<file path="config.mk">
export PLATFORM = sky130hd
export DESIGN_NAME = ritc_ctrl_top
export DESIGN_NICKNAME = d
export VERILOG_FILES = /design/src/logic/ritc_ctrl_pkg.sv /design/src/logic/datapath_ctrl_regs.sv /design/src/logic/bit_ctrl_loader.sv /design/src/logic/scaler_bank.sv /design/src/logic/refclk_counter.sv /design/src/logic/ritc_ctrl_top.sv
export VERILOG_INCLUDE_DIRS = /design/src /design/src/logic
export SDC_FILE = /design/constraint.sdc
export NUM_CORES = 1
export LEC_CHECK = 0
export BUFFER_PORTS_ARGS = -buffer_cell sky130_fd_sc_hd__buf_2
export CORE_ASPECT_RATIO = 0.6
export CORE_MARGIN = 2
export CORE_UTILIZATION = 45
export DETAILED_ROUTE_END_ITERATION = 7
export PLACE_DENSITY = 0.72
export SLEW_MARGIN = 20
export SYNTH_ARGS = -nofsm -noshare
export SYNTH_HDL_FRONTEND = slang
export SYNTH_SLANG_ARGS = --single-unit
</file>
<file path="constraint.sdc">
create_clock -name clk_i -period 3.7 [get_ports clk_i]
set_input_delay 0.555 -clock clk_i [delete_from_list [all_inputs] [get_ports clk_i]]
set_output_delay 0.555 -clock clk_i [all_outputs]
set_load 0.005 [all_outputs]
</file>
<file path="src/logic/ritc_ctrl_defines.svh">
`ifndef RITC_CTRL_DEFINES_SVH
`define RITC_CTRL_DEFINES_SVH

// Register addresses, one word each.
`define RITC_ADDR_CTRL0         4'd0
`define RITC_ADDR_CTRL1         4'd1
`define RITC_ADDR_TRAINING      4'd2
`define RITC_ADDR_COUNTER       4'd3
`define RITC_ADDR_IDELAY        4'd4
`define RITC_ADDR_SCALER        4'd5

// CTRL0 bit positions.
`define RITC_CTRL0_FIFO_RST     0
`define RITC_CTRL0_FIFO_EN      1
`define RITC_CTRL0_SERDES_RST   2
`define RITC_CTRL0_DLYCTRL_RST  3
`define RITC_CTRL0_DLYCTRL_RDY  4
`define RITC_CTRL0_DP_DISABLE   5

// TRAINING bit positions.
`define RITC_TRAIN_START        8
`define RITC_TRAIN_DONE         9
`define RITC_TRAIN_DISABLE      31

// IDELAY bit positions.
`define RITC_IDELAY_BUSY        15
`define RITC_IDELAY_BITSLIP     30
`define RITC_IDELAY_LOAD        31

// Loader frame length and count windows in clock cycles.
`define RITC_FRAME_BITS         14
`define RITC_SCALER_WINDOW      256
`define RITC_REFCLK_WINDOW      512

`endif

</file>
<file path="src/logic/ritc_ctrl_pkg.sv">
`default_nettype none

package ritc_ctrl_pkg;

	// Bus widths.
	typedef logic [3:0]  reg_addr_t;
	typedef logic [31:0] reg_data_t;

	// Delay addressing.
	typedef logic [2:0]  chan_sel_t;
	typedef logic [3:0]  bit_sel_t;
	typedef logic [4:0]  delay_tap_t;

	typedef logic [6:0]  scaler_sel_t;
	typedef logic [9:0]  refclk_cnt_t;

	// Delay or bitslip command for the serial loader.
	typedef struct packed {
		chan_sel_t  chan;
		bit_sel_t   bit_idx;
		delay_tap_t tap;
		logic       bitslip;
		logic       load;
	} delay_cmd_t;

	typedef struct packed {
		scaler_sel_t sel;
		logic        start;
	} scaler_ctrl_t;

	typedef struct packed {
		logic [2:0] sel;
		logic       restart;
	} refclk_ctrl_t;

	// Datapath levels and one-cycle pulses.
	typedef struct packed {
		logic       fifo_reset;
		logic       fifo_enable;
		logic       serdes_reset;
		logic       delayctrl_reset;
		logic       datapath_disable;
		logic       train_disable;
		logic [1:0] vcdl_pulse;
		logic [1:0] vcdl_enable;
	} dp_ctrl_t;

	typedef enum logic [0:0] {
		IDLE,
		SHIFT
	} loader_state_t;

endpackage

`default_nettype wire

</file>
<file path="src/logic/datapath_ctrl_regs.sv">
`default_nettype none

`include "ritc_ctrl_defines.svh"

module datapath_ctrl_regs (
	input  logic                       clk_i,
	input  logic                       rst_n_i,
	input  logic                       user_sel_i,
	input  logic                       user_wr_i,
	input  ritc_ctrl_pkg::reg_addr_t   user_addr_i,
	input  ritc_ctrl_pkg::reg_data_t   user_dat_i,
	output ritc_ctrl_pkg::reg_data_t   user_dat_o,
	input  logic                       delayctrl_ready_i,
	input  logic [5:0]                 refclk_q_i,
	input  logic                       loader_busy_i,
	input  ritc_ctrl_pkg::reg_data_t   scaler_count_i,
	input  logic                       scaler_done_i,
	input  ritc_ctrl_pkg::refclk_cnt_t refclk_count_i,
	output ritc_ctrl_pkg::dp_ctrl_t    dp_ctrl_o,
	output ritc_ctrl_pkg::delay_cmd_t  delay_cmd_o,
	output ritc_ctrl_pkg::scaler_ctrl_t scaler_ctrl_o,
	output ritc_ctrl_pkg::refclk_ctrl_t refclk_ctrl_o
);

	logic wr_en;
	logic wr_ctrl0;
	logic wr_ctrl1;
	logic wr_training;
	logic wr_counter;
	logic wr_idelay;
	logic sel_changed;

	ritc_ctrl_pkg::dp_ctrl_t     dp_q;
	ritc_ctrl_pkg::delay_cmd_t   delay_q;
	ritc_ctrl_pkg::scaler_ctrl_t scaler_q;
	ritc_ctrl_pkg::refclk_ctrl_t refclk_ctrl_q;

	ritc_ctrl_pkg::reg_addr_t rd_addr;
	ritc_ctrl_pkg::reg_data_t ctrl0_word;
	ritc_ctrl_pkg::reg_data_t ctrl1_word;
	ritc_ctrl_pkg::reg_data_t training_word;
	ritc_ctrl_pkg::reg_data_t counter_word;
	ritc_ctrl_pkg::reg_data_t idelay_word;

	// Write strobes decode the full address, so 8-15 are read-only aliases.
	assign wr_en       = user_sel_i & user_wr_i;
	assign wr_ctrl0    = wr_en & (user_addr_i == `RITC_ADDR_CTRL0);
	assign wr_ctrl1    = wr_en & (user_addr_i == `RITC_ADDR_CTRL1);
	assign wr_training = wr_en & (user_addr_i == `RITC_ADDR_TRAINING);
	assign wr_counter  = wr_en & (user_addr_i == `RITC_ADDR_COUNTER);
	assign wr_idelay   = wr_en & (user_addr_i == `RITC_ADDR_IDELAY);

	// Bit 0 of the select does not count as a change.
	assign sel_changed = (user_dat_i[6:1] != scaler_q.sel[6:1]);

	always_ff @(posedge clk_i) begin
		if (!rst_n_i) begin
			dp_q                  <= '0;
			dp_q.datapath_disable <= 1'b1;
			delay_q               <= '0;
			scaler_q              <= '0;
			refclk_ctrl_q         <= '0;
		end else begin
			// Pulses drop back after one cycle.
			dp_q.fifo_reset      <= 1'b0;
			dp_q.serdes_reset    <= 1'b0;
			dp_q.delayctrl_reset <= 1'b0;
			dp_q.vcdl_pulse      <= 2'b00;
			delay_q.load         <= 1'b0;
			delay_q.bitslip      <= 1'b0;
			scaler_q.start       <= 1'b0;
			refclk_ctrl_q.restart <= wr_counter;

			if (wr_ctrl0) begin
				dp_q.fifo_reset       <= user_dat_i[`RITC_CTRL0_FIFO_RST];
				dp_q.fifo_enable      <= user_dat_i[`RITC_CTRL0_FIFO_EN];
				dp_q.serdes_reset     <= user_dat_i[`RITC_CTRL0_SERDES_RST];
				dp_q.delayctrl_reset  <= user_dat_i[`RITC_CTRL0_DLYCTRL_RST];
				dp_q.datapath_disable <= user_dat_i[`RITC_CTRL0_DP_DISABLE];
			end

			if (wr_ctrl1) begin
				dp_q.vcdl_pulse  <= {user_dat_i[30], user_dat_i[28]};
				dp_q.vcdl_enable <= {user_dat_i[31], user_dat_i[29]};
			end

			if (wr_training) begin
				scaler_q.sel       <= user_dat_i[6:0];
				scaler_q.start     <= user_dat_i[`RITC_TRAIN_START] | sel_changed;
				dp_q.train_disable <= user_dat_i[`RITC_TRAIN_DISABLE];
			end

			if (wr_counter) begin
				refclk_ctrl_q.sel <= user_dat_i[18:16];
			end

			if (wr_idelay) begin
				delay_q.tap     <= user_dat_i[4:0];
				delay_q.bit_idx <= user_dat_i[19:16];
				delay_q.chan    <= user_dat_i[22:20];
				delay_q.bitslip <= user_dat_i[`RITC_IDELAY_BITSLIP];
				delay_q.load    <= user_dat_i[`RITC_IDELAY_LOAD];
			end
		end
	end

	// Read-back words. Pulse bits always read as zero.
	always_comb begin
		ctrl0_word                            = '0;
		ctrl0_word[`RITC_CTRL0_FIFO_EN]       = dp_q.fifo_enable;
		ctrl0_word[`RITC_CTRL0_DLYCTRL_RDY]   = delayctrl_ready_i;
		ctrl0_word[`RITC_CTRL0_DP_DISABLE]    = dp_q.datapath_disable;

		ctrl1_word        = '0;
		ctrl1_word[31]    = dp_q.vcdl_enable[1];
		ctrl1_word[29]    = dp_q.vcdl_enable[0];
		ctrl1_word[21:16] = refclk_q_i;

		training_word                        = '0;
		training_word[6:0]                   = scaler_q.sel;
		training_word[`RITC_TRAIN_DONE]      = scaler_done_i;
		training_word[`RITC_TRAIN_DISABLE]   = dp_q.train_disable;

		counter_word        = '0;
		counter_word[9:0]   = refclk_count_i;
		counter_word[18:16] = refclk_ctrl_q.sel;

		idelay_word                     = '0;
		idelay_word[4:0]                = delay_q.tap;
		idelay_word[`RITC_IDELAY_BUSY]  = loader_busy_i;
		idelay_word[22:16]              = {delay_q.chan, delay_q.bit_idx};
	end

	// Upper half of the address space mirrors the lower half.
	assign rd_addr = {1'b0, user_addr_i[2:0]};

	always_comb begin
		case (rd_addr)
			`RITC_ADDR_CTRL0:    user_dat_o = ctrl0_word;
			`RITC_ADDR_CTRL1:    user_dat_o = ctrl1_word;
			`RITC_ADDR_TRAINING: user_dat_o = training_word;
			`RITC_ADDR_COUNTER:  user_dat_o = counter_word;
			`RITC_ADDR_IDELAY:   user_dat_o = idelay_word;
			`RITC_ADDR_SCALER:   user_dat_o = scaler_count_i;
			// 6 reads TRAINING, 7 reads COUNTER.
			default:             user_dat_o = rd_addr[0] ? counter_word : training_word;
		endcase
	end

	assign dp_ctrl_o     = dp_q;
	assign delay_cmd_o   = delay_q;
	assign scaler_ctrl_o = scaler_q;
	assign refclk_ctrl_o = refclk_ctrl_q;

endmodule

`default_nettype wire

</file>
<file path="src/logic/bit_ctrl_loader.sv">
`default_nettype none

`include "ritc_ctrl_defines.svh"

module bit_ctrl_loader (
	input  logic                      clk_i,
	input  logic                      rst_n_i,
	input  ritc_ctrl_pkg::delay_cmd_t cmd_i,
	output logic                      busy_o,
	output logic                      ctrl_o
);

	localparam int CNT_W = $clog2(`RITC_FRAME_BITS);

	ritc_ctrl_pkg::loader_state_t state_q;
	logic [CNT_W-1:0]             cnt_q;
	logic [`RITC_FRAME_BITS-1:0]  shift_q;
	logic [`RITC_FRAME_BITS-1:0]  frame;
	logic                         accept;
	logic                         last_bit;

	// Start bit, channel, bit, tap, bitslip. Sent MSB first.
	assign frame = {1'b1, cmd_i.chan, cmd_i.bit_idx, cmd_i.tap, cmd_i.bitslip};

	// Loads arriving while shifting are dropped.
	assign accept   = (state_q == ritc_ctrl_pkg::IDLE) & cmd_i.load;
	assign last_bit = (cnt_q == CNT_W'(`RITC_FRAME_BITS - 1));

	always_ff @(posedge clk_i) begin
		if (!rst_n_i) begin
			state_q <= ritc_ctrl_pkg::IDLE;
			cnt_q   <= '0;
		end else begin
			case (state_q)
				ritc_ctrl_pkg::IDLE: begin
					if (accept) begin
						state_q <= ritc_ctrl_pkg::SHIFT;
						cnt_q   <= '0;
					end
				end
				ritc_ctrl_pkg::SHIFT: begin
					cnt_q <= cnt_q + 1'b1;
					if (last_bit) begin
						state_q <= ritc_ctrl_pkg::IDLE;
					end
				end
				default: begin
					state_q <= ritc_ctrl_pkg::IDLE;
				end
			endcase
		end
	end

	// Frame shifter.
	always_ff @(posedge clk_i) begin
		if (accept) begin
			shift_q <= frame;
		end else if (state_q == ritc_ctrl_pkg::SHIFT) begin
			shift_q <= {shift_q[`RITC_FRAME_BITS-2:0], 1'b0};
		end
	end

	assign busy_o = (state_q == ritc_ctrl_pkg::SHIFT);
	// Line idles low between frames.
	assign ctrl_o = busy_o & shift_q[`RITC_FRAME_BITS-1];

endmodule

`default_nettype wire

</file>
<file path="src/logic/scaler_bank.sv">
`default_nettype none

`include "ritc_ctrl_defines.svh"

module scaler_bank (
	input  logic                        clk_i,
	input  logic                        rst_n_i,
	input  ritc_ctrl_pkg::scaler_ctrl_t ctrl_i,
	input  logic [7:0]                  events_i,
	output ritc_ctrl_pkg::reg_data_t    count_o,
	output logic                        done_o
);

	localparam int GATE_W = $clog2(`RITC_SCALER_WINDOW);

	ritc_ctrl_pkg::chan_sel_t chan_q;
	ritc_ctrl_pkg::reg_data_t count_q;
	logic [GATE_W-1:0]        gate_q;
	logic                     active_q;
	logic                     done_q;
	logic                     prev_q;
	logic                     evt;
	logic                     rise;

	assign evt  = events_i[chan_q];
	assign rise = evt & ~prev_q;

	always_ff @(posedge clk_i) begin
		if (!rst_n_i) begin
			chan_q   <= '0;
			count_q  <= '0;
			gate_q   <= '0;
			active_q <= 1'b0;
			done_q   <= 1'b0;
			prev_q   <= 1'b0;
		end else if (ctrl_i.start) begin
			// Low three select bits pick the event input.
			chan_q   <= ctrl_i.sel[2:0];
			prev_q   <= events_i[ctrl_i.sel[2:0]];
			count_q  <= '0;
			gate_q   <= '0;
			active_q <= 1'b1;
			done_q   <= 1'b0;
		end else if (active_q) begin
			prev_q <= evt;
			gate_q <= gate_q + 1'b1;
			if (rise) begin
				count_q <= count_q + 32'd1;
			end
			// Gate closes after the last window cycle.
			if (gate_q == GATE_W'(`RITC_SCALER_WINDOW - 1)) begin
				active_q <= 1'b0;
				done_q   <= 1'b1;
			end
		end
	end

	assign count_o = count_q;
	assign done_o  = done_q;

endmodule

`default_nettype wire

</file>
<file path="src/logic/refclk_counter.sv">
`default_nettype none

`include "ritc_ctrl_defines.svh"

module refclk_counter (
	input  logic                        clk_i,
	input  logic                        rst_n_i,
	input  ritc_ctrl_pkg::refclk_ctrl_t ctrl_i,
	input  logic [5:0]                  refclk_q_i,
	output ritc_ctrl_pkg::refclk_cnt_t  count_o
);

	localparam int WIN_W = $clog2(`RITC_REFCLK_WINDOW);

	logic [WIN_W-1:0]           win_q;
	ritc_ctrl_pkg::refclk_cnt_t acc_q;
	ritc_ctrl_pkg::refclk_cnt_t count_q;
	logic [7:0]                 phases;
	logic                       sample;

	// Selects 6 and 7 land on tied-off phases.
	assign phases = {2'b00, refclk_q_i};
	assign sample = phases[ctrl_i.sel];

	always_ff @(posedge clk_i) begin
		if (!rst_n_i) begin
			win_q   <= '0;
			acc_q   <= '0;
			count_q <= '0;
		end else if (ctrl_i.restart) begin
			win_q <= '0;
			acc_q <= '0;
		end else begin
			// Window counter wraps on its own.
			win_q <= win_q + 1'b1;
			if (win_q == WIN_W'(`RITC_REFCLK_WINDOW - 1)) begin
				count_q <= acc_q + ritc_ctrl_pkg::refclk_cnt_t'(sample);
				acc_q   <= '0;
			end else begin
				acc_q <= acc_q + ritc_ctrl_pkg::refclk_cnt_t'(sample);
			end
		end
	end

	assign count_o = count_q;

endmodule

`default_nettype wire

</file>
<file path="src/logic/ritc_ctrl_top.sv">
`default_nettype none

module ritc_ctrl_top (
	input  logic                     clk_i,
	input  logic                     rst_n_i,
	input  logic                     user_sel_i,
	input  logic                     user_wr_i,
	input  ritc_ctrl_pkg::reg_addr_t user_addr_i,
	input  ritc_ctrl_pkg::reg_data_t user_dat_i,
	output ritc_ctrl_pkg::reg_data_t user_dat_o,
	input  logic                     delayctrl_ready_i,
	input  logic [5:0]               refclk_q_i,
	input  logic [7:0]               events_i,
	output ritc_ctrl_pkg::dp_ctrl_t  dp_ctrl_o,
	output logic                     ctrl_o
);

	ritc_ctrl_pkg::delay_cmd_t   delay_cmd;
	ritc_ctrl_pkg::scaler_ctrl_t scaler_ctrl;
	ritc_ctrl_pkg::refclk_ctrl_t refclk_ctrl;
	ritc_ctrl_pkg::reg_data_t    scaler_count;
	ritc_ctrl_pkg::refclk_cnt_t  refclk_count;
	logic                        loader_busy;
	logic                        scaler_done;

	datapath_ctrl_regs u_regs (
		.clk_i             (clk_i),
		.rst_n_i           (rst_n_i),
		.user_sel_i        (user_sel_i),
		.user_wr_i         (user_wr_i),
		.user_addr_i       (user_addr_i),
		.user_dat_i        (user_dat_i),
		.user_dat_o        (user_dat_o),
		.delayctrl_ready_i (delayctrl_ready_i),
		.refclk_q_i        (refclk_q_i),
		.loader_busy_i     (loader_busy),
		.scaler_count_i    (scaler_count),
		.scaler_done_i     (scaler_done),
		.refclk_count_i    (refclk_count),
		.dp_ctrl_o         (dp_ctrl_o),
		.delay_cmd_o       (delay_cmd),
		.scaler_ctrl_o     (scaler_ctrl),
		.refclk_ctrl_o     (refclk_ctrl)
	);

	// Serial command line to the digitizer.
	bit_ctrl_loader u_loader (
		.clk_i   (clk_i),
		.rst_n_i (rst_n_i),
		.cmd_i   (delay_cmd),
		.busy_o  (loader_busy),
		.ctrl_o  (ctrl_o)
	);

	scaler_bank u_scaler (
		.clk_i    (clk_i),
		.rst_n_i  (rst_n_i),
		.ctrl_i   (scaler_ctrl),
		.events_i (events_i),
		.count_o  (scaler_count),
		.done_o   (scaler_done)
	);

	refclk_counter u_refclk (
		.clk_i      (clk_i),
		.rst_n_i    (rst_n_i),
		.ctrl_i     (refclk_ctrl),
		.refclk_q_i (refclk_q_i),
		.count_o    (refclk_count)
	);

endmodule

`default_nettype wire

</file>
==> flow_summary.json, run 1 <==
{
  "drt_iter0_markers": 487,
  "cts_hold_buf": 0,
  "diodes": 0,
  "synth_edf_count": 13,
  "syn-cell-area_sq_um": 6210,
  "min_period_ns": 2.77,
  "drive_gt1_share_pct": 21.4,
  "antenna_found_initial": 0,
  "port-buffer-count": 84,
  "layout_common_cells": "dfxtp_1, buf_2, nand2_1",
  "synth_fp_nets": 753,
  "place_congestion": 0.845,
  "fin_cells": 954,
  "worst_pin_slew_ns": 0.645,
  "cts_resized": 0,
  "drc_errors": 0,
  "tns_ns": 0,
  "synthAdderAreaFrac_pct": 1.61,
  "fin_crit_sh_pct": 74.8,
  "worstPathRequired_ns": 4.05,
  "setup_viol": 0,
  "tritoncts": "yes",
  "final_common_cell": "dfxtp_1",
  "clock_latency_ns": 0.42,
  "num_rows": 33,
  "synth_cells": 690,
  "ir_drop_mv": 0.353,
  "skew_ns": 0.00633,
  "h-tree-depth": 4,
  "maxCapViolCount": 0,
  "syn_avg_cell_area_sq_um": 9.01,
  "synth_cell_types": 47,
  "grt_pass1_vias": 4980,
  "whs_ns": 0.362,
  "p_leak_nw": 2.87,
  "setup.worst_path.start": "u_scaler.active_q",
  "ys.warnings.count": 0,
  "synth_compound_area_share_pct": 11.0,
  "post_cts_buffers": 0,
  "syn_to_final_growth_pct": 19.7,
  "hold_start": "user_dat_i[28]",
  "hold_path.class": "input port to flip-flop",
  "die_x_um": 156,
  "viasPerCell": 5.63,
  "path_clk_slew_ns": 0.06,
  "synthSimpleGateAreaFrac_pct": 24.1,
  "status": "completed",
  "end_kind": "flip-flop",
  "cts-buffers-inserted": 17,
  "final_hold_viol_count": 0,
  "synth-async-reset-ratio_pct": 0,
  "ys_seq_area_share_pct": 44.0,
  "muxShareOfSynthArea_pct": 10.8,
  "crit_type": "flip-flop to flip-flop",
  "final_area_sq_um": 7440,
  "finalNetCount": 829,
  "die_area_sq_um": 14800,
  "finalWirelength_um": 16100,
  "wire_per_inst_um": 16.9,
  "power.density_nw_per_um2": 461,
  "synth-seq-cells": 130,
  "dpl-instance-area_sq_um": 6790,
  "grt_first_pass_wirelength_um": 25700,
  "num_vias": 5370,
  "grt_max_degree": 42,
  "clk_path_buf_depth": 2,
  "max_freq_ghz": 0.361,
  "grt.overflow.total": 0,
  "critPathMaxFanout": 13,
  "synth_top_family_by_area": "simple AND/OR/NAND/NOR gates",
  "dp_hpwl_um": 11600,
  "rsz0062_at_grt": "false",
  "drtAntennaViolNets": 0,
  "floorplan.initialDensity_pct": 45.7,
  "grtUsageTotal_pct": 22.6,
  "relSlewSlack_pct": 56.6,
  "synth_ff_type": "dfxtp_1",
  "dp_cells": 922,
  "r2r-start": "u_scaler.active_q",
  "core_region_area_sq_um": 13600,
  "root_buffer": "clkbuf_16",
  "synth_xor_area_share_pct": 5.36,
  "arrival_ns": 3.12,
  "cts.sinks": 130,
  "ioPinCount": 98,
  "first_pass_iters": 5,
  "die_h_um": 95.0,
  "start_kind": "flip-flop",
  "slew_violations": 0
}
cell usage after synthesis (3+ instances only):
cell	n	area (sq um)
and2_1	15	93.8
and3_1	11	68.8
mux2i_1	30	300
nand2b_1	4	25.0
or3_2	5	37.5
inv_1	13	48.8
nor3_1	5	25.0
o21ai_0	34	170
dfxtp_1	117	2340
xor2_1	19	166
xnor2_1	19	166
nor2_1	67	251
nor2b_1	18	113
buf_1	5	18.8
ha_1	8	100
nand3_1	27	135
nand2_1	74	278
or4_1	9	67.6
o211a_1	6	60.1
mux4_2	3	67.6
nor4_1	12	75.1
a21boi_0	21	158
a21oi_1	31	155
nand4_1	11	68.8
a22oi_1	3	22.5
mux2_2	27	304
clkbuf_1	31	116
a311oi_1	3	26.3
or3_1	20	125
a221oi_1	3	26.3
a22o_1	3	26.3
edfxtp_1	13	390
flip-flops by register name, summed over array words and instances (netlist names), 3 cells and up:
name	flops
u_loader.shift_q	14
u_regs.dp_ctrl_o	10
u_scaler.count_o	32
u_loader.cnt_q	4
u_refclk.win_q	9
u_scaler.chan_q	3
u_regs.delay_cmd_o	14
u_scaler.gate_q	8
u_regs.scaler_ctrl_o	8
u_refclk.acc_q	10
u_refclk.count_o	10
u_regs.refclk_ctrl_o	4
critical path, cell delays in order (launching register included):
cell	delay (ns)
dfxtp_1	0.57
nand4_1	0.31
or4_1	0.61
or4_1	0.60
or3_2	0.47
a21oi_1	0.14
report_power, final:
group	switching [mW]	internal, mW
registers	0.00809	1.43
clock network	0.637	1.20
logic	0.0933	0.0613
total	0.738	2.69
cell type report:
type                       instances  area, sq um
tap                              175          219
fill                            1204         6150
inverter                          13         48.8
multi-input combinational        508         3280
clock inverter                    13          210
clock buffer                      19          433
sequential                       130         2730
timing repair buffer              96          510
per-layer routing:
| metal | routed length [um] | up-vias | part of all wire, % | GRT usage (%) |
|---|---|---|---|---|
| li1 | - | 2588 | - | - |
| met1 | 7930 | 2552 | 49 | 33.8 |
| met2 | 6620 | 201 | 41 | 31.9 |
| met3 | 1220 | 29 | 7.6 | 5.00 |
| met4 | 318 | 0 | 2.0 | 7.65 |
| met5 | 0 | - | 0 | 0 |
cells by family (layout without fill, tap and decap cells):
group | after synthesis | after routing
XOR/XNOR | 38 | 38
adder cells (fa/ha/maj) | 8 | 8
buffers and inverters | 52 | 141
AO/OA/AOI/OAI | 109 | 109
flip-flops | 130 | 130
multiplexers | 60 | 60
AND/OR/NAND/NOR | 293 | 293
worst paths after layout:
check	endpoint	slack (ns)	cells after the start
max	u_scaler.count_o[15]	0.93	5
min	u_regs.dp_ctrl_o[2]	0.36	3
max reg2reg	u_scaler.count_o[15]	0.93	5
min reg2reg	u_loader.shift_q[13]	0.44	2
metrics by stage:
step           setup slack (ns)  total power [mW]  util, %
5_1_grt                   0.814              3.52     54.7
3_3_place_gp               1.04              1.62     50.0
3_5_place_dp              0.982              1.62     50.0
2_1_floorplan              1.31              1.56        -
4_1_cts                   0.975              3.44     54.7
6_report                  0.931              3.43     54.7
(Power assumes the default switching activity.)
==> run 2, diff against run 1 <==
==> constraint.sdc (replaced) <==
create_clock -name clk_i -period 2.9 [get_ports clk_i]
set_input_delay 0.435 -clock clk_i [delete_from_list [all_inputs] [get_ports clk_i]]
set_output_delay 0.435 -clock clk_i [all_outputs]
set_load 0.005 [all_outputs]
==> flow_summary.json, run 2 (synthesis results as in run 1) <==
{
  "syn_to_final_growth_pct": 19.6,
  "drive_gt1_share_pct": 21.5,
  "core_region_area_sq_um": 13600,
  "start_kind": "flip-flop",
  "r2r-start": "u_scaler.count_o[2]",
  "drc_errors": 0,
  "num_vias": 5332,
  "min_period_ns": 2.57,
  "diodes": 0,
  "setup_viol": 0,
  "die_x_um": 156,
  "rrSetupSlack_ns": 0.33,
  "floorplan.initialDensity_pct": 45.7,
  "critPathMaxFanout": 11,
  "port-buffer-count": 84,
  "place_congestion": 0.853,
  "drt_iter0_markers": 468,
  "postLayoutCoreUtil_pct": 54.7,
  "grt_max_degree": 42,
  "dp_hpwl_um": 11700,
  "final_area_sq_um": 7430,
  "cts-buffers-inserted": 17,
  "whs_ns": 0.234,
  "h-tree-depth": 4,
  "cts_resized": 0,
  "rsz0062_at_grt": "false",
  "tritoncts": "yes",
  "drtAntennaViolNets": 0,
  "maxCapViolCount": 0,
  "worstPathRequired_ns": 3.25,
  "die_area_sq_um": 14800,
  "hold_start": "user_dat_i[28]",
  "finalNetCount": 831,
  "root_buffer": "clkbuf_16",
  "max_freq_ghz": 0.389,
  "viasPerCell": 5.58,
  "grt_pass1_vias": 5172,
  "ioPinCount": 98,
  "grtUsageTotal_pct": 22.7,
  "r2r-end": "u_scaler.count_o[15]",
  "cts.sinks": 130,
  "num_rows": 33,
  "worst_pin_slew_ns": 0.672,
  "crit_type": "flip-flop to flip-flop",
  "ir_drop_mv": 0.249,
  "relSlewSlack_pct": 54.8,
  "antenna_found_initial": 0,
  "status": "completed",
  "holdPathEnd": "u_regs.dp_ctrl_o[2]",
  "grt.overflow.total": 0,
  "wire_per_inst_um": 16.9,
  "end_kind": "flip-flop",
  "clk_path_buf_depth": 2,
  "grt_first_pass_wirelength_um": 25700,
  "dpl-instance-area_sq_um": 6810,
  "tns_ns": 0,
  "ff2ff_path_depth": 5,
  "hold_path.class": "input port to flip-flop",
  "arrival_ns": 2.92,
  "clock_latency_ns": 0.43,
  "fin_crit_sh_pct": 88.6,
  "power.density_nw_per_um2": 580,
  "post_cts_buffers": 0,
  "slew_violations": 0,
  "path_clk_slew_ns": 0.06,
  "p_leak_nw": 2.87,
  "skew_ns": 0.0104,
  "largest_reg_flops": 32,
  "finalWirelength_um": 16100,
  "worst_slack_ns": 0.330,
  "pre_cts_ws_ns": 0.356,
  "final_common_cell": "dfxtp_1",
  "min_path_cells": 3,
  "first_pass_iters": 5,
  "cts_hold_buf": 0,
  "final_hold_viol_count": 0,
  "die_h_um": 95.0,
  "layout_common_cells": "dfxtp_1, buf_2, nand2_1"
}
## run 2: worst max-delay path: stages, from the launching register on
cell and delay [ns]:
dfxtp_1 0.40, nand4_1 0.27, or4_1 0.61, or4_1 0.60
or3_2 0.47, a21oi_1 0.14
## run 2: final cells by class
type / count / area, sq um
multi-input combinational: 508 / 3280
clock buffer: 18 / 439
tap: 175 / 219
timing repair buffer: 98 / 526
sequential: 130 / 2730
inverter: 13 / 48.8
clock inverter: 14 / 185
fill: 1213 / 6150
## run 2: power by group
part	switching, mW	internal, mW	leakage, nW
clock network	0.822	1.46	0.295
logic	0.120	0.0783	1.51
registers	0.0113	1.83	1.06
total	0.954	3.36	2.87
## run 2: how the worst max path moves through the flow
stage / slack [ns] / endpoint / start
2_1_floorplan: 0.59 / u_scaler.count_o[31] / u_scaler.count_o[11]
3_3_place_gp: 0.40 / u_scaler.count_o[31] / u_scaler.count_o[12]
3_5_place_dp: 0.36 / u_scaler.count_o[31] / u_scaler.count_o[12]
4_1_cts: 0.33 / u_scaler.count_o[31] / u_scaler.count_o[12]
5_1_grt: 0.18 / u_scaler.count_o[31] / u_scaler.count_o[12]
6_report: 0.33 / u_scaler.count_o[15] / u_scaler.count_o[2]
## run 2: per-stage QoR
step	instances	power (mW)
6_report	956	4.31
5_1_grt	956	4.43
4_1_cts	956	4.34
3_5_place_dp	924	2.07
3_3_place_gp	924	2.06
2_1_floorplan	690	1.99
## run 2: per-layer routing
metal | share of wire (%) | routed length, um | GRT usage, %
met3 | 7.1 | 1140 | 5.14
met1 | 49 | 7920 | 31.7
met4 | 1.7 | 282 | 9.10
met5 | 0 | 0 | 0
met2 | 42 | 6780 | 34.2
